**config.mk**
```make
export PLATFORM = sky130hd
export DESIGN_NAME = ibuf_rx
export DESIGN_NICKNAME = d
export VERILOG_FILES = /design/src/common/ibuf_pkg.sv /design/src/common/req_if.sv /design/src/common/cpl_stream_if.sv /design/src/source/rd_req_gen.sv /design/src/source/cpl_filter.sv /design/src/cpl_write/cpl_writer.sv /design/src/source/cpl_order.sv /design/src/source/ibuf_rx.sv
export VERILOG_INCLUDE_DIRS = /design/src /design/src/common
export SDC_FILE = /design/constraint.sdc
export NUM_CORES = 1
export LEC_CHECK = 0
export ABC_AREA = 1
export ABC_CLOCK_PERIOD_IN_PS = 9600
export BUFFER_PORTS_ARGS = -buffer_cell sky130_fd_sc_hd__buf_4
export CAP_MARGIN = 20
export CORE_MARGIN = 2
export CORE_UTILIZATION = 45
export CTS_CLUSTER_SIZE = 12
export DETAILED_ROUTE_END_ITERATION = 7
export PLACE_DENSITY = 0.65
export SLEW_MARGIN = 30
export SYNTH_ARGS = -nofsm -noshare
export SYNTH_HDL_FRONTEND = slang
export SYNTH_SLANG_ARGS = --single-unit
```
**constraint.sdc**
```tcl
create_clock -name clk -period 9.6 [get_ports clk]
set_clock_uncertainty 0.15 [all_clocks]
set_input_delay 0.96 -clock clk [delete_from_list [all_inputs] [get_ports clk]]
set_output_delay 0.96 -clock clk [all_outputs]
set_load 0.1 [all_outputs]
```
**src/common/ibuf_consts.svh**
```systemverilog
// input buffer receive constants
// buffer geometry, tag space and completion field codes

`ifndef IBUF_CONSTS_SVH
`define IBUF_CONSTS_SVH

// input buffer ring
`define IBUF_AW       9             // 512 quadword slots

// read tags and request limits
`define TAG_W         2
`define NUM_TAGS      4
`define MAX_OS_REQ    4             // outstanding reads

`define HOST_AW       64

// completion tlp fields
`define CPL_FMT_TYPE  7'b10_01010   // cpld, 3dw header with data
`define CPL_SC        3'b000        // successful completion

`endif

```
**src/common/ibuf_pkg.sv**
```systemverilog
// shared types for the input buffer receive path
// ring pointers, lengths and the two views of a completion header beat

`default_nettype none

`include "ibuf_consts.svh"

package ibuf_pkg;

    typedef logic [`IBUF_AW-1:0] ibuf_addr_t;   // quadword slot
    typedef logic [`IBUF_AW:0]   ibuf_ptr_t;    // extra wrap bit
    typedef logic [7:0]          req_len_t;     // up to 128 qw
    typedef logic [9:0]          dw_len_t;
    typedef logic [`TAG_W-1:0]   tag_t;

    // beat 0, dword 1 in the high half
    typedef struct packed {
        logic [15:0] cpl_id;
        logic [2:0]  status;
        logic        bcm;
        logic [11:0] byte_cnt;
        logic        rsvd;
        logic [6:0]  fmt_type;
        logic [13:0] attr_tc;       // tc, td, ep, attr bits
        dw_len_t     length;
    } cpl_hdr0_t;

    // beat 1, first payload dword rides in the high half
    typedef struct packed {
        logic [31:0] payload;
        logic [15:0] req_id;
        logic [7:0]  tag;
        logic        rsvd;
        logic [6:0]  lower_addr;
    } cpl_hdr1_t;

    typedef union packed {
        logic [63:0] raw;
        cpl_hdr0_t   h0;
        cpl_hdr1_t   h1;
    } cpl_beat_u;

endpackage

`default_nettype wire

```
**src/common/req_if.sv**
```systemverilog
// read request announcement
// one pulse per read accepted by the host, seen by every tracking block

`timescale 1ns/1ps
`default_nettype none

`include "ibuf_consts.svh"

interface req_if;

    logic                 issue;    // rd_ack seen
    ibuf_pkg::tag_t       tag;
    ibuf_pkg::ibuf_addr_t base;     // slot of the first quadword
    ibuf_pkg::req_len_t   qw_len;

    modport issuer (
        output issue,
        output tag,
        output base,
        output qw_len
    );

    modport tracker (
        input issue,
        input tag,
        input base,
        input qw_len
    );

endinterface

`default_nettype wire

```
**src/common/cpl_stream_if.sv**
```systemverilog
// filtered completion payload stream
// one or two dwords per beat, a lone dword always in the low half

`timescale 1ns/1ps
`default_nettype none

`include "ibuf_consts.svh"

interface cpl_stream_if;

    logic           valid;
    logic           sop;
    logic           eop;
    ibuf_pkg::tag_t tag;
    logic [63:0]    dw;
    logic [1:0]     dw_cnt;     // 1 or 2

    modport source (
        output valid,
        output sop,
        output eop,
        output tag,
        output dw,
        output dw_cnt
    );

    modport sink (
        input valid,
        input sop,
        input eop,
        input tag,
        input dw,
        input dw_cnt
    );

endinterface

`default_nettype wire

```
**src/source/rd_req_gen.sv**
```systemverilog
// read request generator
// walks a buffer descriptor in max read request chunks, bounded by ring
// space and by the number of outstanding reads

`timescale 1ns/1ps
`default_nettype none

`include "ibuf_consts.svh"

module rd_req_gen (
    input  wire                      clk,
    input  wire                      rst,
    input  wire [2:0]                cfg_max_rd_req_size,
    input  wire                      lbuf_req,
    input  wire [`HOST_AW-1:0]       lbuf_addr,
    input  wire [31:0]               lbuf_len,
    output logic                     lbuf_ack,
    output logic                     rd,
    output logic [`HOST_AW-1:0]      hst_addr,
    output ibuf_pkg::req_len_t       rd_qw,
    input  wire                      rd_ack,
    input  wire ibuf_pkg::tag_t      rd_tag,
    input  wire ibuf_pkg::ibuf_ptr_t committed_cons,
    input  wire                      retire,
    req_if.issuer                    req
);

    localparam logic [2:0] S_IDLE  = 3'd0;
    localparam logic [2:0] S_CHECK = 3'd1;
    localparam logic [2:0] S_REQ   = 3'd2;
    localparam logic [2:0] S_DROP  = 3'd3;   // wait for rd_ack low
    localparam logic [2:0] S_ACK   = 3'd4;

    logic [2:0]          state;
    logic [31:0]         rem_qw;            // still to request
    ibuf_pkg::ibuf_ptr_t iprod;             // issued pointer
    logic [2:0]          os_cnt;
    ibuf_pkg::req_len_t  max_qw;
    ibuf_pkg::req_len_t  chunk;
    ibuf_pkg::ibuf_ptr_t used;
    logic                room;

    always_comb begin
        case (cfg_max_rd_req_size)
            3'd0:    max_qw = 8'd16;
            3'd1:    max_qw = 8'd32;
            3'd2:    max_qw = 8'd64;
            default: max_qw = 8'd128;
        endcase
    end

    assign chunk = (rem_qw < 32'(max_qw)) ? rem_qw[7:0] : max_qw;
    assign used  = iprod - committed_cons;  // issued, not yet consumed
    assign room  = ({1'b0, used} + 11'(chunk) <= 11'(1 << `IBUF_AW))
                   && (os_cnt < `MAX_OS_REQ);

    assign req.issue  = (state == S_REQ) && rd_ack;
    assign req.tag    = rd_tag;
    assign req.base   = iprod[`IBUF_AW-1:0];
    assign req.qw_len = rd_qw;

    ////////////////////////////////////////
    // descriptor walk
    ////////////////////////////////////////
    always_ff @(posedge clk) begin
        if (rst) begin
            state    <= S_IDLE;
            rd       <= 1'b0;
            lbuf_ack <= 1'b0;
        end else begin
            case (state)
                S_IDLE: begin
                    hst_addr <= lbuf_addr;
                    rem_qw   <= lbuf_len;
                    if (lbuf_req) begin
                        state <= S_CHECK;
                    end
                end
                S_CHECK: begin
                    if (rem_qw == 32'd0) begin
                        lbuf_ack <= 1'b1;
                        state    <= S_ACK;
                    end else if (room) begin
                        rd    <= 1'b1;
                        rd_qw <= chunk;
                        state <= S_REQ;
                    end
                end
                S_REQ: begin
                    if (rd_ack) begin
                        rd       <= 1'b0;
                        hst_addr <= hst_addr + (`HOST_AW'(rd_qw) << 3);
                        rem_qw   <= rem_qw - 32'(rd_qw);
                        state    <= S_DROP;
                    end
                end
                S_DROP: begin
                    if (!rd_ack) begin
                        state <= S_CHECK;
                    end
                end
                S_ACK: begin
                    if (!lbuf_req) begin
                        lbuf_ack <= 1'b0;
                        state    <= S_IDLE;
                    end
                end
                default: state <= S_IDLE;
            endcase
        end
    end

    always_ff @(posedge clk) begin
        if (rst) begin
            iprod  <= '0;
            os_cnt <= '0;
        end else begin
            if (req.issue) begin
                iprod <= iprod + rd_qw;
            end
            os_cnt <= os_cnt + 3'(req.issue) - 3'(retire);   // retire frees a slot
        end
    end

    a_rd_held: assert property (@(posedge clk) disable iff (rst)
        rd && !rd_ack |=> rd);

    a_os_limit: assert property (@(posedge clk) disable iff (rst)
        os_cnt <= `MAX_OS_REQ);

endmodule

`default_nettype wire

```
**src/source/cpl_filter.sv**
```systemverilog
// completion filter
// keeps successful completions with data for expected tags and strips
// their headers, two cycles from rx beat to stream beat

`timescale 1ns/1ps
`default_nettype none

`include "ibuf_consts.svh"

module cpl_filter (
    input  wire                 clk,
    input  wire                 rst,
    input  wire [63:0]          rx_data,
    input  wire                 rx_valid,
    input  wire                 rx_sof,
    input  wire                 rx_eof,
    req_if.tracker              req,
    input  wire                 retire,
    input  wire ibuf_pkg::tag_t retire_tag,
    cpl_stream_if.source        cpl
);

    localparam logic [1:0] P_HDR0 = 2'd0;
    localparam logic [1:0] P_HDR1 = 2'd1;
    localparam logic [1:0] P_DATA = 2'd2;

    ibuf_pkg::cpl_beat_u  beat;
    logic                 b_valid;
    logic                 b_sof;
    logic                 b_eof;
    logic [1:0]           phase;
    logic [`NUM_TAGS-1:0] expected;
    logic                 hdr_ok;           // type and status passed
    logic                 len_odd;
    logic                 keep;             // tlp being forwarded
    ibuf_pkg::tag_t       cur_tag;
    logic                 tag_ok;

    assign tag_ok = (beat.h1.tag[7:`TAG_W] == '0) && expected[beat.h1.tag[`TAG_W-1:0]];

    always_ff @(posedge clk) begin
        beat.raw <= rx_data;
        b_sof    <= rx_sof;
        b_eof    <= rx_eof;
        if (rst) begin
            b_valid <= 1'b0;
        end else begin
            b_valid <= rx_valid;
        end
    end

    always_ff @(posedge clk) begin
        if (rst) begin
            expected <= '0;
        end else begin
            if (retire) begin
                expected[retire_tag] <= 1'b0;
            end
            if (req.issue) begin
                expected[req.tag] <= 1'b1;
            end
        end
    end

    ////////////////////////////////////////
    // header decode and payload strip
    ////////////////////////////////////////
    always_ff @(posedge clk) begin
        if (rst) begin
            phase     <= P_HDR0;
            keep      <= 1'b0;
            cpl.valid <= 1'b0;
        end else begin
            cpl.valid <= 1'b0;
            if (b_valid && b_sof) begin
                hdr_ok  <= (beat.h0.fmt_type == `CPL_FMT_TYPE) && (beat.h0.status == `CPL_SC);
                len_odd <= beat.h0.length[0];
                keep    <= 1'b0;
                phase   <= P_HDR1;
            end else if (b_valid) begin
                case (phase)
                    P_HDR1: begin
                        keep       <= hdr_ok && tag_ok;
                        cur_tag    <= beat.h1.tag[`TAG_W-1:0];
                        cpl.valid  <= hdr_ok && tag_ok;
                        cpl.sop    <= 1'b1;
                        cpl.eop    <= b_eof;
                        cpl.tag    <= beat.h1.tag[`TAG_W-1:0];
                        cpl.dw     <= {32'h0, beat.h1.payload};
                        cpl.dw_cnt <= 2'd1;
                        phase      <= b_eof ? P_HDR0 : P_DATA;
                    end
                    P_DATA: begin
                        cpl.valid  <= keep;
                        cpl.sop    <= 1'b0;
                        cpl.eop    <= b_eof;
                        cpl.tag    <= cur_tag;
                        cpl.dw     <= beat.raw;
                        // even length leaves one dword for the last beat
                        cpl.dw_cnt <= (b_eof && !len_odd) ? 2'd1 : 2'd2;
                        if (b_eof) begin
                            phase <= P_HDR0;
                        end
                    end
                    default: phase <= P_HDR0;    // stray beat outside a tlp
                endcase
            end
        end
    end

endmodule

`default_nettype wire

```
**src/cpl_write/cpl_writer.sv**
```systemverilog
// completion writer
// pairs payload dwords into quadwords per tag, carrying an odd dword
// across completions, and reports each fully received request

`timescale 1ns/1ps
`default_nettype none

`include "ibuf_consts.svh"

module cpl_writer (
    input  wire                  clk,
    input  wire                  rst,
    req_if.tracker               req,
    cpl_stream_if.sink           cpl,
    output logic                 wr_en,
    output ibuf_pkg::ibuf_addr_t wr_addr,
    output logic [63:0]          wr_data,
    output logic                 done,
    output ibuf_pkg::tag_t       done_tag
);

    // per tag state, loaded on issue and saved at each eop
    ibuf_pkg::ibuf_addr_t t_addr [`NUM_TAGS];
    ibuf_pkg::req_len_t   t_cnt  [`NUM_TAGS];
    ibuf_pkg::req_len_t   t_len  [`NUM_TAGS];
    logic [31:0]          t_sdw  [`NUM_TAGS];
    logic [`NUM_TAGS-1:0] t_sv;
    logic [`NUM_TAGS-1:0] live;

    // working copy for the completion in flight
    ibuf_pkg::ibuf_addr_t w_addr;
    ibuf_pkg::req_len_t   w_cnt;
    logic [31:0]          w_sdw;
    logic                 w_sv;

    ibuf_pkg::ibuf_addr_t cur_addr;
    ibuf_pkg::req_len_t   cur_cnt;
    logic [31:0]          cur_sdw;
    logic                 cur_sv;
    logic                 qw_out;           // beat closes a quadword
    ibuf_pkg::ibuf_addr_t nxt_addr;
    ibuf_pkg::req_len_t   nxt_cnt;
    logic [31:0]          nxt_sdw;
    logic                 nxt_sv;

    always_comb begin
        if (cpl.sop) begin
            cur_addr = t_addr[cpl.tag];
            cur_cnt  = t_cnt[cpl.tag];
            cur_sdw  = t_sdw[cpl.tag];
            cur_sv   = t_sv[cpl.tag];
        end else begin
            cur_addr = w_addr;
            cur_cnt  = w_cnt;
            cur_sdw  = w_sdw;
            cur_sv   = w_sv;
        end
        qw_out   = (cpl.dw_cnt == 2'd2) || cur_sv;
        nxt_sv   = cur_sv ^ (cpl.dw_cnt == 2'd1);
        nxt_sdw  = cur_sv ? cpl.dw[63:32] : cpl.dw[31:0];
        nxt_addr = cur_addr + `IBUF_AW'(qw_out);
        nxt_cnt  = cur_cnt + 8'(qw_out);
    end

    ////////////////////////////////////////
    // realignment and buffer write
    ////////////////////////////////////////
    always_ff @(posedge clk) begin
        if (req.issue) begin
            t_addr[req.tag] <= req.base;
            t_cnt[req.tag]  <= '0;
            t_len[req.tag]  <= req.qw_len;
            t_sv[req.tag]   <= 1'b0;
        end
        if (cpl.valid) begin
            w_addr  <= nxt_addr;
            w_cnt   <= nxt_cnt;
            w_sdw   <= nxt_sdw;
            w_sv    <= nxt_sv;
            wr_addr <= cur_addr;
            wr_data <= cur_sv ? {cpl.dw[31:0], cur_sdw} : cpl.dw;   // saved dword goes low
            if (cpl.eop) begin
                t_addr[cpl.tag] <= nxt_addr;
                t_cnt[cpl.tag]  <= nxt_cnt;
                t_sdw[cpl.tag]  <= nxt_sdw;
                t_sv[cpl.tag]   <= nxt_sv;
            end
        end
        done_tag <= cpl.tag;
    end

    always_ff @(posedge clk) begin
        if (rst) begin
            wr_en <= 1'b0;
            done  <= 1'b0;
            live  <= '0;
        end else begin
            wr_en <= cpl.valid && qw_out;
            done  <= cpl.valid && qw_out && (nxt_cnt == t_len[cpl.tag]);
            if (done) begin
                live[done_tag] <= 1'b0;
            end
            if (req.issue) begin
                live[req.tag] <= 1'b1;
            end
        end
    end

    // filter must only pass tags with a request in flight
    a_tag_live: assert property (@(posedge clk) disable iff (rst)
        cpl.valid |-> live[cpl.tag]);

endmodule

`default_nettype wire

```
**src/source/cpl_order.sv**
```systemverilog
// completion ordering
// retires requests in issue order once fully received and advances the
// committed producer pointer

`timescale 1ns/1ps
`default_nettype none

`include "ibuf_consts.svh"

module cpl_order (
    input  wire                 clk,
    input  wire                 rst,
    req_if.tracker              req,
    input  wire                 done,
    input  wire ibuf_pkg::tag_t done_tag,
    output ibuf_pkg::ibuf_ptr_t committed_prod,
    output logic                retire,
    output ibuf_pkg::tag_t      retire_tag
);

    localparam int QW = $clog2(`MAX_OS_REQ);

    ibuf_pkg::tag_t       q_tag [`MAX_OS_REQ];
    ibuf_pkg::req_len_t   q_len [`MAX_OS_REQ];
    logic [QW:0]          wp;
    logic [QW:0]          rp;
    logic [`NUM_TAGS-1:0] rcvd;             // done seen, not yet retired
    logic [`NUM_TAGS-1:0] armed;            // issued, done still due
    ibuf_pkg::tag_t       head_tag;
    logic                 head_ok;

    assign head_tag = q_tag[rp[QW-1:0]];
    assign head_ok  = (wp != rp) && rcvd[head_tag];

    always_ff @(posedge clk) begin
        if (req.issue) begin
            q_tag[wp[QW-1:0]] <= req.tag;
            q_len[wp[QW-1:0]] <= req.qw_len;
        end
        retire_tag <= head_tag;
    end

    always_ff @(posedge clk) begin
        if (rst) begin
            wp             <= '0;
            rp             <= '0;
            rcvd           <= '0;
            armed          <= '0;
            retire         <= 1'b0;
            committed_prod <= '0;
        end else begin
            retire <= head_ok;
            if (req.issue) begin
                wp             <= wp + 1'b1;
                armed[req.tag] <= 1'b1;
            end
            if (done) begin
                rcvd[done_tag]  <= 1'b1;
                armed[done_tag] <= 1'b0;
            end
            if (head_ok) begin
                rp             <= rp + 1'b1;
                rcvd[head_tag] <= 1'b0;
                committed_prod <= committed_prod + q_len[rp[QW-1:0]];
            end
        end
    end

    a_done_once: assert property (@(posedge clk) disable iff (rst)
        done |-> armed[done_tag]);

endmodule

`default_nettype wire

```
**src/source/ibuf_rx.sv**
```systemverilog
// input buffer receive top level
// read request generation, completion filter, writer and in-order commit

`timescale 1ns/1ps
`default_nettype none

`include "ibuf_consts.svh"

module ibuf_rx (
    input  wire                      clk,
    input  wire                      rst,
    input  wire [2:0]                cfg_max_rd_req_size,
    // descriptor
    input  wire                      lbuf_req,
    input  wire [`HOST_AW-1:0]       lbuf_addr,
    input  wire [31:0]               lbuf_len,
    output logic                     lbuf_ack,
    // host reads
    output logic                     rd,
    output logic [`HOST_AW-1:0]      hst_addr,
    output ibuf_pkg::req_len_t       rd_qw,
    input  wire                      rd_ack,
    input  wire ibuf_pkg::tag_t      rd_tag,
    // completion tlps
    input  wire [63:0]               rx_data,
    input  wire                      rx_valid,
    input  wire                      rx_sof,
    input  wire                      rx_eof,
    // ring pointers
    input  wire ibuf_pkg::ibuf_ptr_t committed_cons,
    output ibuf_pkg::ibuf_ptr_t      committed_prod,
    // buffer write port
    output logic                     wr_en,
    output ibuf_pkg::ibuf_addr_t     wr_addr,
    output logic [63:0]              wr_data
);

    req_if        u_req ();
    cpl_stream_if u_cpl ();

    logic           done;
    ibuf_pkg::tag_t done_tag;
    logic           retire;
    ibuf_pkg::tag_t retire_tag;

    rd_req_gen u_rd_req_gen (
        .clk                (clk),
        .rst                (rst),
        .cfg_max_rd_req_size(cfg_max_rd_req_size),
        .lbuf_req           (lbuf_req),
        .lbuf_addr          (lbuf_addr),
        .lbuf_len           (lbuf_len),
        .lbuf_ack           (lbuf_ack),
        .rd                 (rd),
        .hst_addr           (hst_addr),
        .rd_qw              (rd_qw),
        .rd_ack             (rd_ack),
        .rd_tag             (rd_tag),
        .committed_cons     (committed_cons),
        .retire             (retire),
        .req                (u_req.issuer)
    );

    cpl_filter u_cpl_filter (
        .clk       (clk),
        .rst       (rst),
        .rx_data   (rx_data),
        .rx_valid  (rx_valid),
        .rx_sof    (rx_sof),
        .rx_eof    (rx_eof),
        .req       (u_req.tracker),
        .retire    (retire),
        .retire_tag(retire_tag),
        .cpl       (u_cpl.source)
    );

    cpl_writer u_cpl_writer (
        .clk     (clk),
        .rst     (rst),
        .req     (u_req.tracker),
        .cpl     (u_cpl.sink),
        .wr_en   (wr_en),
        .wr_addr (wr_addr),
        .wr_data (wr_data),
        .done    (done),
        .done_tag(done_tag)
    );

    cpl_order u_cpl_order (
        .clk           (clk),
        .rst           (rst),
        .req           (u_req.tracker),
        .done          (done),
        .done_tag      (done_tag),
        .committed_prod(committed_prod),
        .retire        (retire),
        .retire_tag    (retire_tag)
    );

endmodule

`default_nettype wire

```
### After elaboration in Yosys (flattened, before gate mapping)

Memory sizes are Yosys's and may differ from the RTL's. A register that Yosys moved wholly into a read port is not among the register bits.
Index checks and enable logic that the tools add are counted.

| word-level totals | value |
|---|---|
| memories | 6 |
| register bits | 425 |
| logic and storage cells | 227 |
| bits of input ports | 182 |
| output and inout bits | 158 |
| RAM bits | 268 |

Memories:

| memory | words | width | rd ports | clocked after memory_dff | wr ports | line | RTL |
|---|---|---|---|---|---|---|---|
| u_cpl_writer.t_sdw | 4 | 32 | 1 | 1 | 1 | cpl_writer.sv:26 | `` logic [31:0] t_sdw [`NUM_TAGS]; `` |
| u_cpl_writer.t_addr | 4 | 9 | 1 | 1 | 2 | cpl_writer.sv:23 | `` ibuf_pkg::ibuf_addr_t t_addr [`NUM_TAGS]; `` |
| u_cpl_order.q_len | 4 | 8 | 1 | 1 | 1 | cpl_order.sv:24 | `` ibuf_pkg::req_len_t q_len [`MAX_OS_REQ]; `` |
| u_cpl_writer.t_cnt | 4 | 8 | 1 | 1 | 2 | cpl_writer.sv:24 | `` ibuf_pkg::req_len_t t_cnt [`NUM_TAGS]; `` |
| u_cpl_writer.t_len | 4 | 8 | 1 | 1 | 1 | cpl_writer.sv:25 | `` ibuf_pkg::req_len_t t_len [`NUM_TAGS]; `` |
| u_cpl_order.q_tag | 4 | 2 | 1 | 1 | 1 | cpl_order.sv:23 | `` ibuf_pkg::tag_t q_tag [`MAX_OS_REQ]; `` |

| operators by class | value |
|---|---|
| $add $sub $neg | 12 |
| bitwise logic cells | 13 |
| $lt $le $gt $ge | 14 |
| eq/ne operators | 23 |
| reduce and logical (&&, ||, !) cells | 42 |
| mux-type cells | 76 |

Operators with widths:

| kind | count |
|---|---|
| case mux 64 bit (2 select lines) | 2 |
| 2-to-1 mux 64 bit | 2 |
| 2-to-1 mux 32 bit | 3 |
| adder 64 x 11 -> 64 bit | 1 |
| case mux 32 bit (2 select lines) | 1 |
| 2-to-1 mux 4 bit | 9 |
| logical NOT 32 bit | 1 |
| less-than comparator 32 x 8 -> 1 bit | 1 |
| subtractor 32 x 8 -> 32 bit | 1 |
| case mux 8 bit (3 select lines) | 1 |
| 2-to-1 mux 2 bit | 11 |
| 2-to-1 mux 1 bit | 21 |
| adder 10 x 8 -> 10 bit | 2 |
| AND reduction 4 bit | 5 |
| less-than comparator 2 x 3 -> 1 bit (second input constant) | 6 |
| 2-to-1 mux 3 bit | 6 |
| 2-to-1 mux 8 bit | 2 |
| logical AND 1 bit | 15 |
| case mux 3 bit (5 select lines) | 1 |
| AND 4 bit | 3 |
| inverter 4 bit | 3 |
| case mux 2 bit (2 select lines) | 3 |
| adder 10 x 8 -> 11 bit | 1 |
| <= comparator 11 x 10 -> 1 bit (second input constant) | 1 |
| 37 further kinds | 78 |

### Depth between registers and ports, before layout

| depth | value |
|---|---|
| depth after elaboration | 10 |
| mapped depth | 28 |
| depth with buffers taken out | 27 |

### Cells and area by module

From an unflattened synthesis, not the netlist that was laid out.

| unflattened totals | value |
|---|---|
| cells, all modules | 3344 |
| area total of the unflattened synthesis | 32786.4 µm² |

Modules (own cells, without submodules):

| module | area an instance (µm²) | instances | cells an instance | sequential area each (µm²) |
|---|---|---|---|---|
| cpl_writer | 15044.4 | 1 | 1306 | 10700.3 |
| rd_req_gen | 9766.9 | 1 | 1325 | 3483.3 |
| cpl_filter | 4762.1 | 1 | 395 | 3723.6 |
| cpl_order | 3213.1 | 1 | 318 | 1701.6 |

### Least setup slack after synthesis

OpenSTA, ideal clock, no wires.

| timing path | value |
|---|---|
| kind | input-to-reg |
| from | input port rst |
| to | register u_cpl_filter.cpl.dw[0], enable pin |
| stages on the path | 4 |
| data required time | 8.859 ns |
| setup time | 0.591 ns |
| buffers on the path | 1 |
| data arrival time | 6.234 ns |
| slack | 2.625 ns |
| path through | clkbuf_1 inv_1 nand2_1 nor3_1 |

| between the ends | value |
|---|---|
| word-level cells in the longest chain between the ends | 2 |

Ends and longest elaborated chain:

| item | line | RTL |
|---|---|---|
| start, declared | ibuf_rx.sv:11 | `input wire rst,` |
| inverter 1 bit (no line) | -- |  |
| AND reduction 4 bit (no line) | -- |  |
| end signal, assigned | cpl_filter.sv:89 | `cpl.dw <= {32'h0, beat.h1.payload};` |
| end signal, assigned | cpl_filter.sv:98 | `cpl.dw <= beat.raw;` |
| end, declared | cpl_stream_if.sv:23 | `output dw,` |

Every way passes these cells.
A chain may end at the register's enable or synchronous reset.

### Worst setup path in the final report

| timing path | value |
|---|---|
| from | input port cfg_max_rd_req_size[0] |
| to | register u_rd_req_gen.rd_qw[1], enable pin |

| between the ends | value |
|---|---|
| word-level cells in the longest chain between the ends | 8 |
| elaborated cells between the ends (all ways) | 10 |
| classes of those cells | 1 x add/sub; 2 x order compare; 2 x eq/ne; 2 x mux; 3 x reduce/logical |

Ends and longest elaborated chain:

| item | line | RTL |
|---|---|---|
| start, declared | ibuf_rx.sv:12 | `input wire [2:0] cfg_max_rd_req_size,` |
| == test 3 x 2 -> 1 bit (tied with other cells) | rd_req_gen.sv:44 | `case (cfg_max_rd_req_size)` |
| case mux 8 bit (3 select lines) (*) | rd_req_gen.sv:44 |  |
| less-than comparator 32 x 8 -> 1 bit (*) | rd_req_gen.sv:52 | `assign chunk = (rem_qw < 32'(max_qw)) ? rem_qw[7:0] : max_qw;` |
| 2-to-1 mux 8 bit (*) | rd_req_gen.sv:52 |  |
| net u_rd_req_gen.chunk[0] | rd_req_gen.sv:39 | `ibuf_pkg::req_len_t chunk;` |
| adder 10 x 8 -> 11 bit (*) | rd_req_gen.sv:54 | `` assign room = ({1'b0, used} + 11'(chunk) <= 11'(1 << `IBUF_AW)) `` |
| <= comparator 11 x 10 -> 1 bit (*) | rd_req_gen.sv:54 |  |
| logical AND 1 bit (*) | rd_req_gen.sv:54 |  |
| AND reduction 4 bit (no line) (*) | -- |  |
| end signal, assigned | rd_req_gen.sv:85 | `rd_qw <= chunk;` |
| end, declared | rd_req_gen.sv:20 | `output ibuf_pkg::req_len_t rd_qw,` |

Mark *: on every way through the listed nets, which the timed path passes. The rest lies on a longest branch.

==> impl_metrics.json <==
{
  "cts_resized": 0,
  "die_h_um": 272.8,
  "path_max_fanout": 12,
  "end_kind": "flip-flop",
  "post-route-min-period_ns": 4.675,
  "slew_headroom_pct": 35.97,
  "powerDensity_mw_per_mm2": 234.1,
  "hold_buffers": 0,
  "finalWirelength_um": 85870,
  "ys_ff_latch": 697,
  "critPathLaunchType": "input pin",
  "crit_path_max_incr_delay_ns": 0.59,
  "wl_per_cell_um": 18.32,
  "pwr-share-seq_pct": 42.8,
  "worstSetupPathType": "in -> reg",
  "grt.overflow.total": 0,
  "regArea_mm2": 0.01966,
  "cts_tree": "yes",
  "netlist_area_mm2": 0.03251,
  "multi_input_area_mm2": 0.01099,
  "cts_buffer_depth": 3,
  "cts_setup_buffers": 0,
  "synthArstFlopShare_pct": 0,
  "ant_nets": 0,
  "drt_iter0_drc": 2078,
  "antenna_cells": 0,
  "power_leakage_nw": 15.67,
  "avgViaCountPerCell": 5.197,
  "irDropWorstVdd_mv": 0.3181,
  "clkLatencyLatePin_ns": 0.63,
  "synth_flop_cell": "edfxtp_1",
  "num_rows": 98,
  "place.gp.congestion": 0.9210,
  "comb_power_share_pct": 24.8,
  "nets": 3929,
  "critPathSlowestCell": "nor3_1",
  "worst_slew_pin_slew_ns": 0.9593,
  "maxCapViolCount": 0,
  "p_int_mw": 5.888,
  "hold_path_depth": 1,
  "root_buffer": "clkbuf_16",
  "route.detailed.drc": 0,
  "final_layout_size_suffix_gt1_share_pct": 15.28,
  "whs_ns": 0.2745,
  "port_buffers": 339,
  "antenna_found_initial": 2,
  "initial_utilization_pct": 45.48,
  "power.share.clock_pct": 32.5,
  "first_global_vias": 23229,
  "swShare_pct": 34.71,
  "hold_violations": 0,
  "outcome": "complete, no violations",
  "max_freq_mhz": 213.9,
  "rr_worst_depth": 19,
  "grt_max_degree": 92,
  "syn_area_per_cell_um2": 9.708,
  "vias": 24364,
  "drv_slew": 0,
  "numClockSinks": 697,
  "grt_pass1_wl_um": 131900,
  "clkTransAtPathRegs_ns": 0.06,
  "fp.coreArea_mm2": 0.07149,
  "dp_hpwl_um": 57650,
  "die_w_um": 272.8,
  "crit_required_ns": 9.75,
  "dr.pass1.iters": 7,
  "final_common_cell": "nand2_1",
  "area_delta_synth_final_pct": 18.48,
  "synth_enable_flop_cells": 569,
  "syn_nets": 3603,
  "ios": 340,
  "design.die.area_mm2": 0.07441,
  "setup_tns_ns": 0,
  "final.period_utilization_pct": 48.70,
  "power.switching_mw": 3.131,
  "yosysWarnings": 0,
  "rsz0062_at_grt": "no",
  "final_cell_mix": "754 x nand2_1, 569 x edfxtp_1, 404 x nor2_1",
  "setup_viol": 0,
  "synth_cell_types": 61,
  "synth_cells": 3349,
  "crit_chain": "buf_4, nor3_1, inv_1, ha_1, inv_1, nor2_1, o21ai_0, nand2_1, nor2_1, ha_1, inv_1, fa_1, xnor2_1, nor3b_1, nand3_1, nor2_1, nand3_1, nand2_1, nand2_1, nor4_1, buf_4",
  "htree_levels": 3,
  "worst_ep_arrival_time_ns": 4.82,
  "min_path_type": "in -> reg",
  "seq_area_frac_synth_pct": 60.44,
  "grt_usage_pct": 22.80,
  "fillers": 6256,
  "cts_buffers": 77
}
-- final cells by class --
cell class	instances	share of cell area, %
multi-input cells	2169	28.54
clock inverters	29	0.9095
clock buffers	113	5.639
flip-flops and latches	697	51.03
inverters	360	3.534
well taps	950	3.086
repair buffers	370	7.263
-- per-stage QoR --
step	cells	power [mW]	setup WS (ns)	util (%)	cell area [um^2]
after CTS	4687	9.070	5.003	53.84	38490
after floorplan	3349	5.555	2.625	-	32510
after global routing	4688	9.417	4.630	53.89	38520
after detailed placement	4545	6.142	4.402	50.31	35960
final	4688	9.019	4.925	53.89	38520
after global placement	4544	6.121	4.382	50.27	35940
-- cell usage after synthesis (4+ instances only) --
| cell type | n | area (um^2) |
|---|---|---|
| a21oi_1 | 79 | 395.4 |
| a31oi_1 | 20 | 125.1 |
| buf_1 | 6 | 22.52 |
| buf_2 | 17 | 85.08 |
| buf_4 | 12 | 90.09 |
| buf_6 | 8 | 90.09 |
| clkbuf_1 | 80 | 300.3 |
| dfxtp_1 | 128 | 2562 |
| edfxtp_1 | 569 | 17090 |
| fa_1 | 7 | 140.1 |
| ha_1 | 65 | 813.3 |
| inv_1 | 346 | 1299 |
| inv_2 | 10 | 37.54 |
| nand2_1 | 759 | 2849 |
| nand2_2 | 14 | 87.58 |
| nand3_1 | 115 | 575.6 |
| nand3_2 | 5 | 50.05 |
| nand3b_1 | 10 | 75.07 |
| nand4_1 | 48 | 300.3 |
| nor2_1 | 412 | 1546 |
| nor2_2 | 7 | 43.79 |
| nor2_4 | 4 | 45.04 |
| nor3_1 | 39 | 195.2 |
| nor4_1 | 18 | 112.6 |
| o211ai_1 | 5 | 37.54 |
| o21a_1 | 5 | 37.54 |
| o21ai_0 | 293 | 1466 |
| o21ai_1 | 31 | 155.2 |
| o21ai_2 | 4 | 35.03 |
| o21bai_1 | 8 | 60.06 |
| o22ai_1 | 55 | 344.1 |
| o31ai_1 | 35 | 262.8 |
| or2_2 | 10 | 62.56 |
| xnor2_1 | 37 | 324.1 |
| xor2_1 | 47 | 411.6 |
-- cell families (layout without fill, tap and decap cells) --
| logic type | Yosys count | in the layout | share of synthesized area [%] |
|---|---|---|---|
| simple gates | 1460 | 1460 | 18.82 |
| xor+xnor | 84 | 84 | 2.263 |
| flops | 697 | 697 | 60.44 |
| compound gates | 553 | 553 | 9.560 |
| fa+ha+maj | 72 | 72 | 2.933 |
| buf+inv | 483 | 872 | 5.988 |
-- layer usage --
metal | part of all wire (%) | up-vias | GRT usage [%]
met5 | 0.031 | - | 0
met4 | 2.5 | 4 | 7.273
met3 | 6.3 | 125 | 3.286
li1 | - | 11996 | -
met2 | 48 | 775 | 37.97
met1 | 43 | 11464 | 30.80
-- flip-flops by register name (all words and copies together), names as in the netlist, 4 cells and up, named ones only --
name / flops
u_cpl_writer.t_sdw: 128
u_cpl_filter.beat: 64
u_cpl_filter.cpl.dw: 64
u_cpl_writer.wr_data: 64
u_rd_req_gen.hst_addr: 64
u_cpl_writer.t_addr: 36
u_cpl_order.q_len: 32
u_cpl_writer.t_cnt: 32
u_cpl_writer.t_len: 32
u_cpl_writer.w_sdw: 32
u_rd_req_gen.rem_qw: 32
u_cpl_order.committed_prod: 10
u_rd_req_gen.iprod: 10
u_cpl_writer.w_addr: 9
u_cpl_writer.wr_addr: 9
u_cpl_order.q_tag: 8
u_cpl_writer.w_cnt: 8
u_rd_req_gen.rd_qw: 8
u_cpl_filter.expected: 4
u_cpl_order.rcvd: 4
u_cpl_writer.t_sv: 4
-- power by group through the flow --
stage	registers, mW	clock network (mW)	logic, mW
after floorplan	4.51	0	1.04
after global placement	3.91	0	2.21
after detailed placement	3.91	0	2.23
after CTS	3.85	2.98	2.24
after global routing	3.89	3.09	2.44
final	3.86	2.93	2.23
-- path summary, 6_finish.rpt --
kind / from / to / slack (ns)
worst min register to register: u_cpl_order.committed_prod[9] / u_cpl_order.committed_prod[9] / 0.31
worst max register to register: u_rd_req_gen.rem_qw[9] / u_rd_req_gen.rd_qw[1] / 5.22
worst max-delay path: cfg_max_rd_req_size[0] / u_rd_req_gen.rd_qw[1] / 4.93
worst min-delay path: rx_data[12] / u_cpl_filter.beat[12] / 0.27
-- critical path: cells and delay by family --
family / cells / cell delay, ns
buffers and inverters: 5 / 0.61
AO/OA/AOI/OAI: 1 / 0.15
adder cells (fa/ha/maj): 3 / 0.94
XOR/XNOR: 1 / 0.15
AND/OR/NAND/NOR: 11 / 2.03
(Power assumes the default switching activity.)
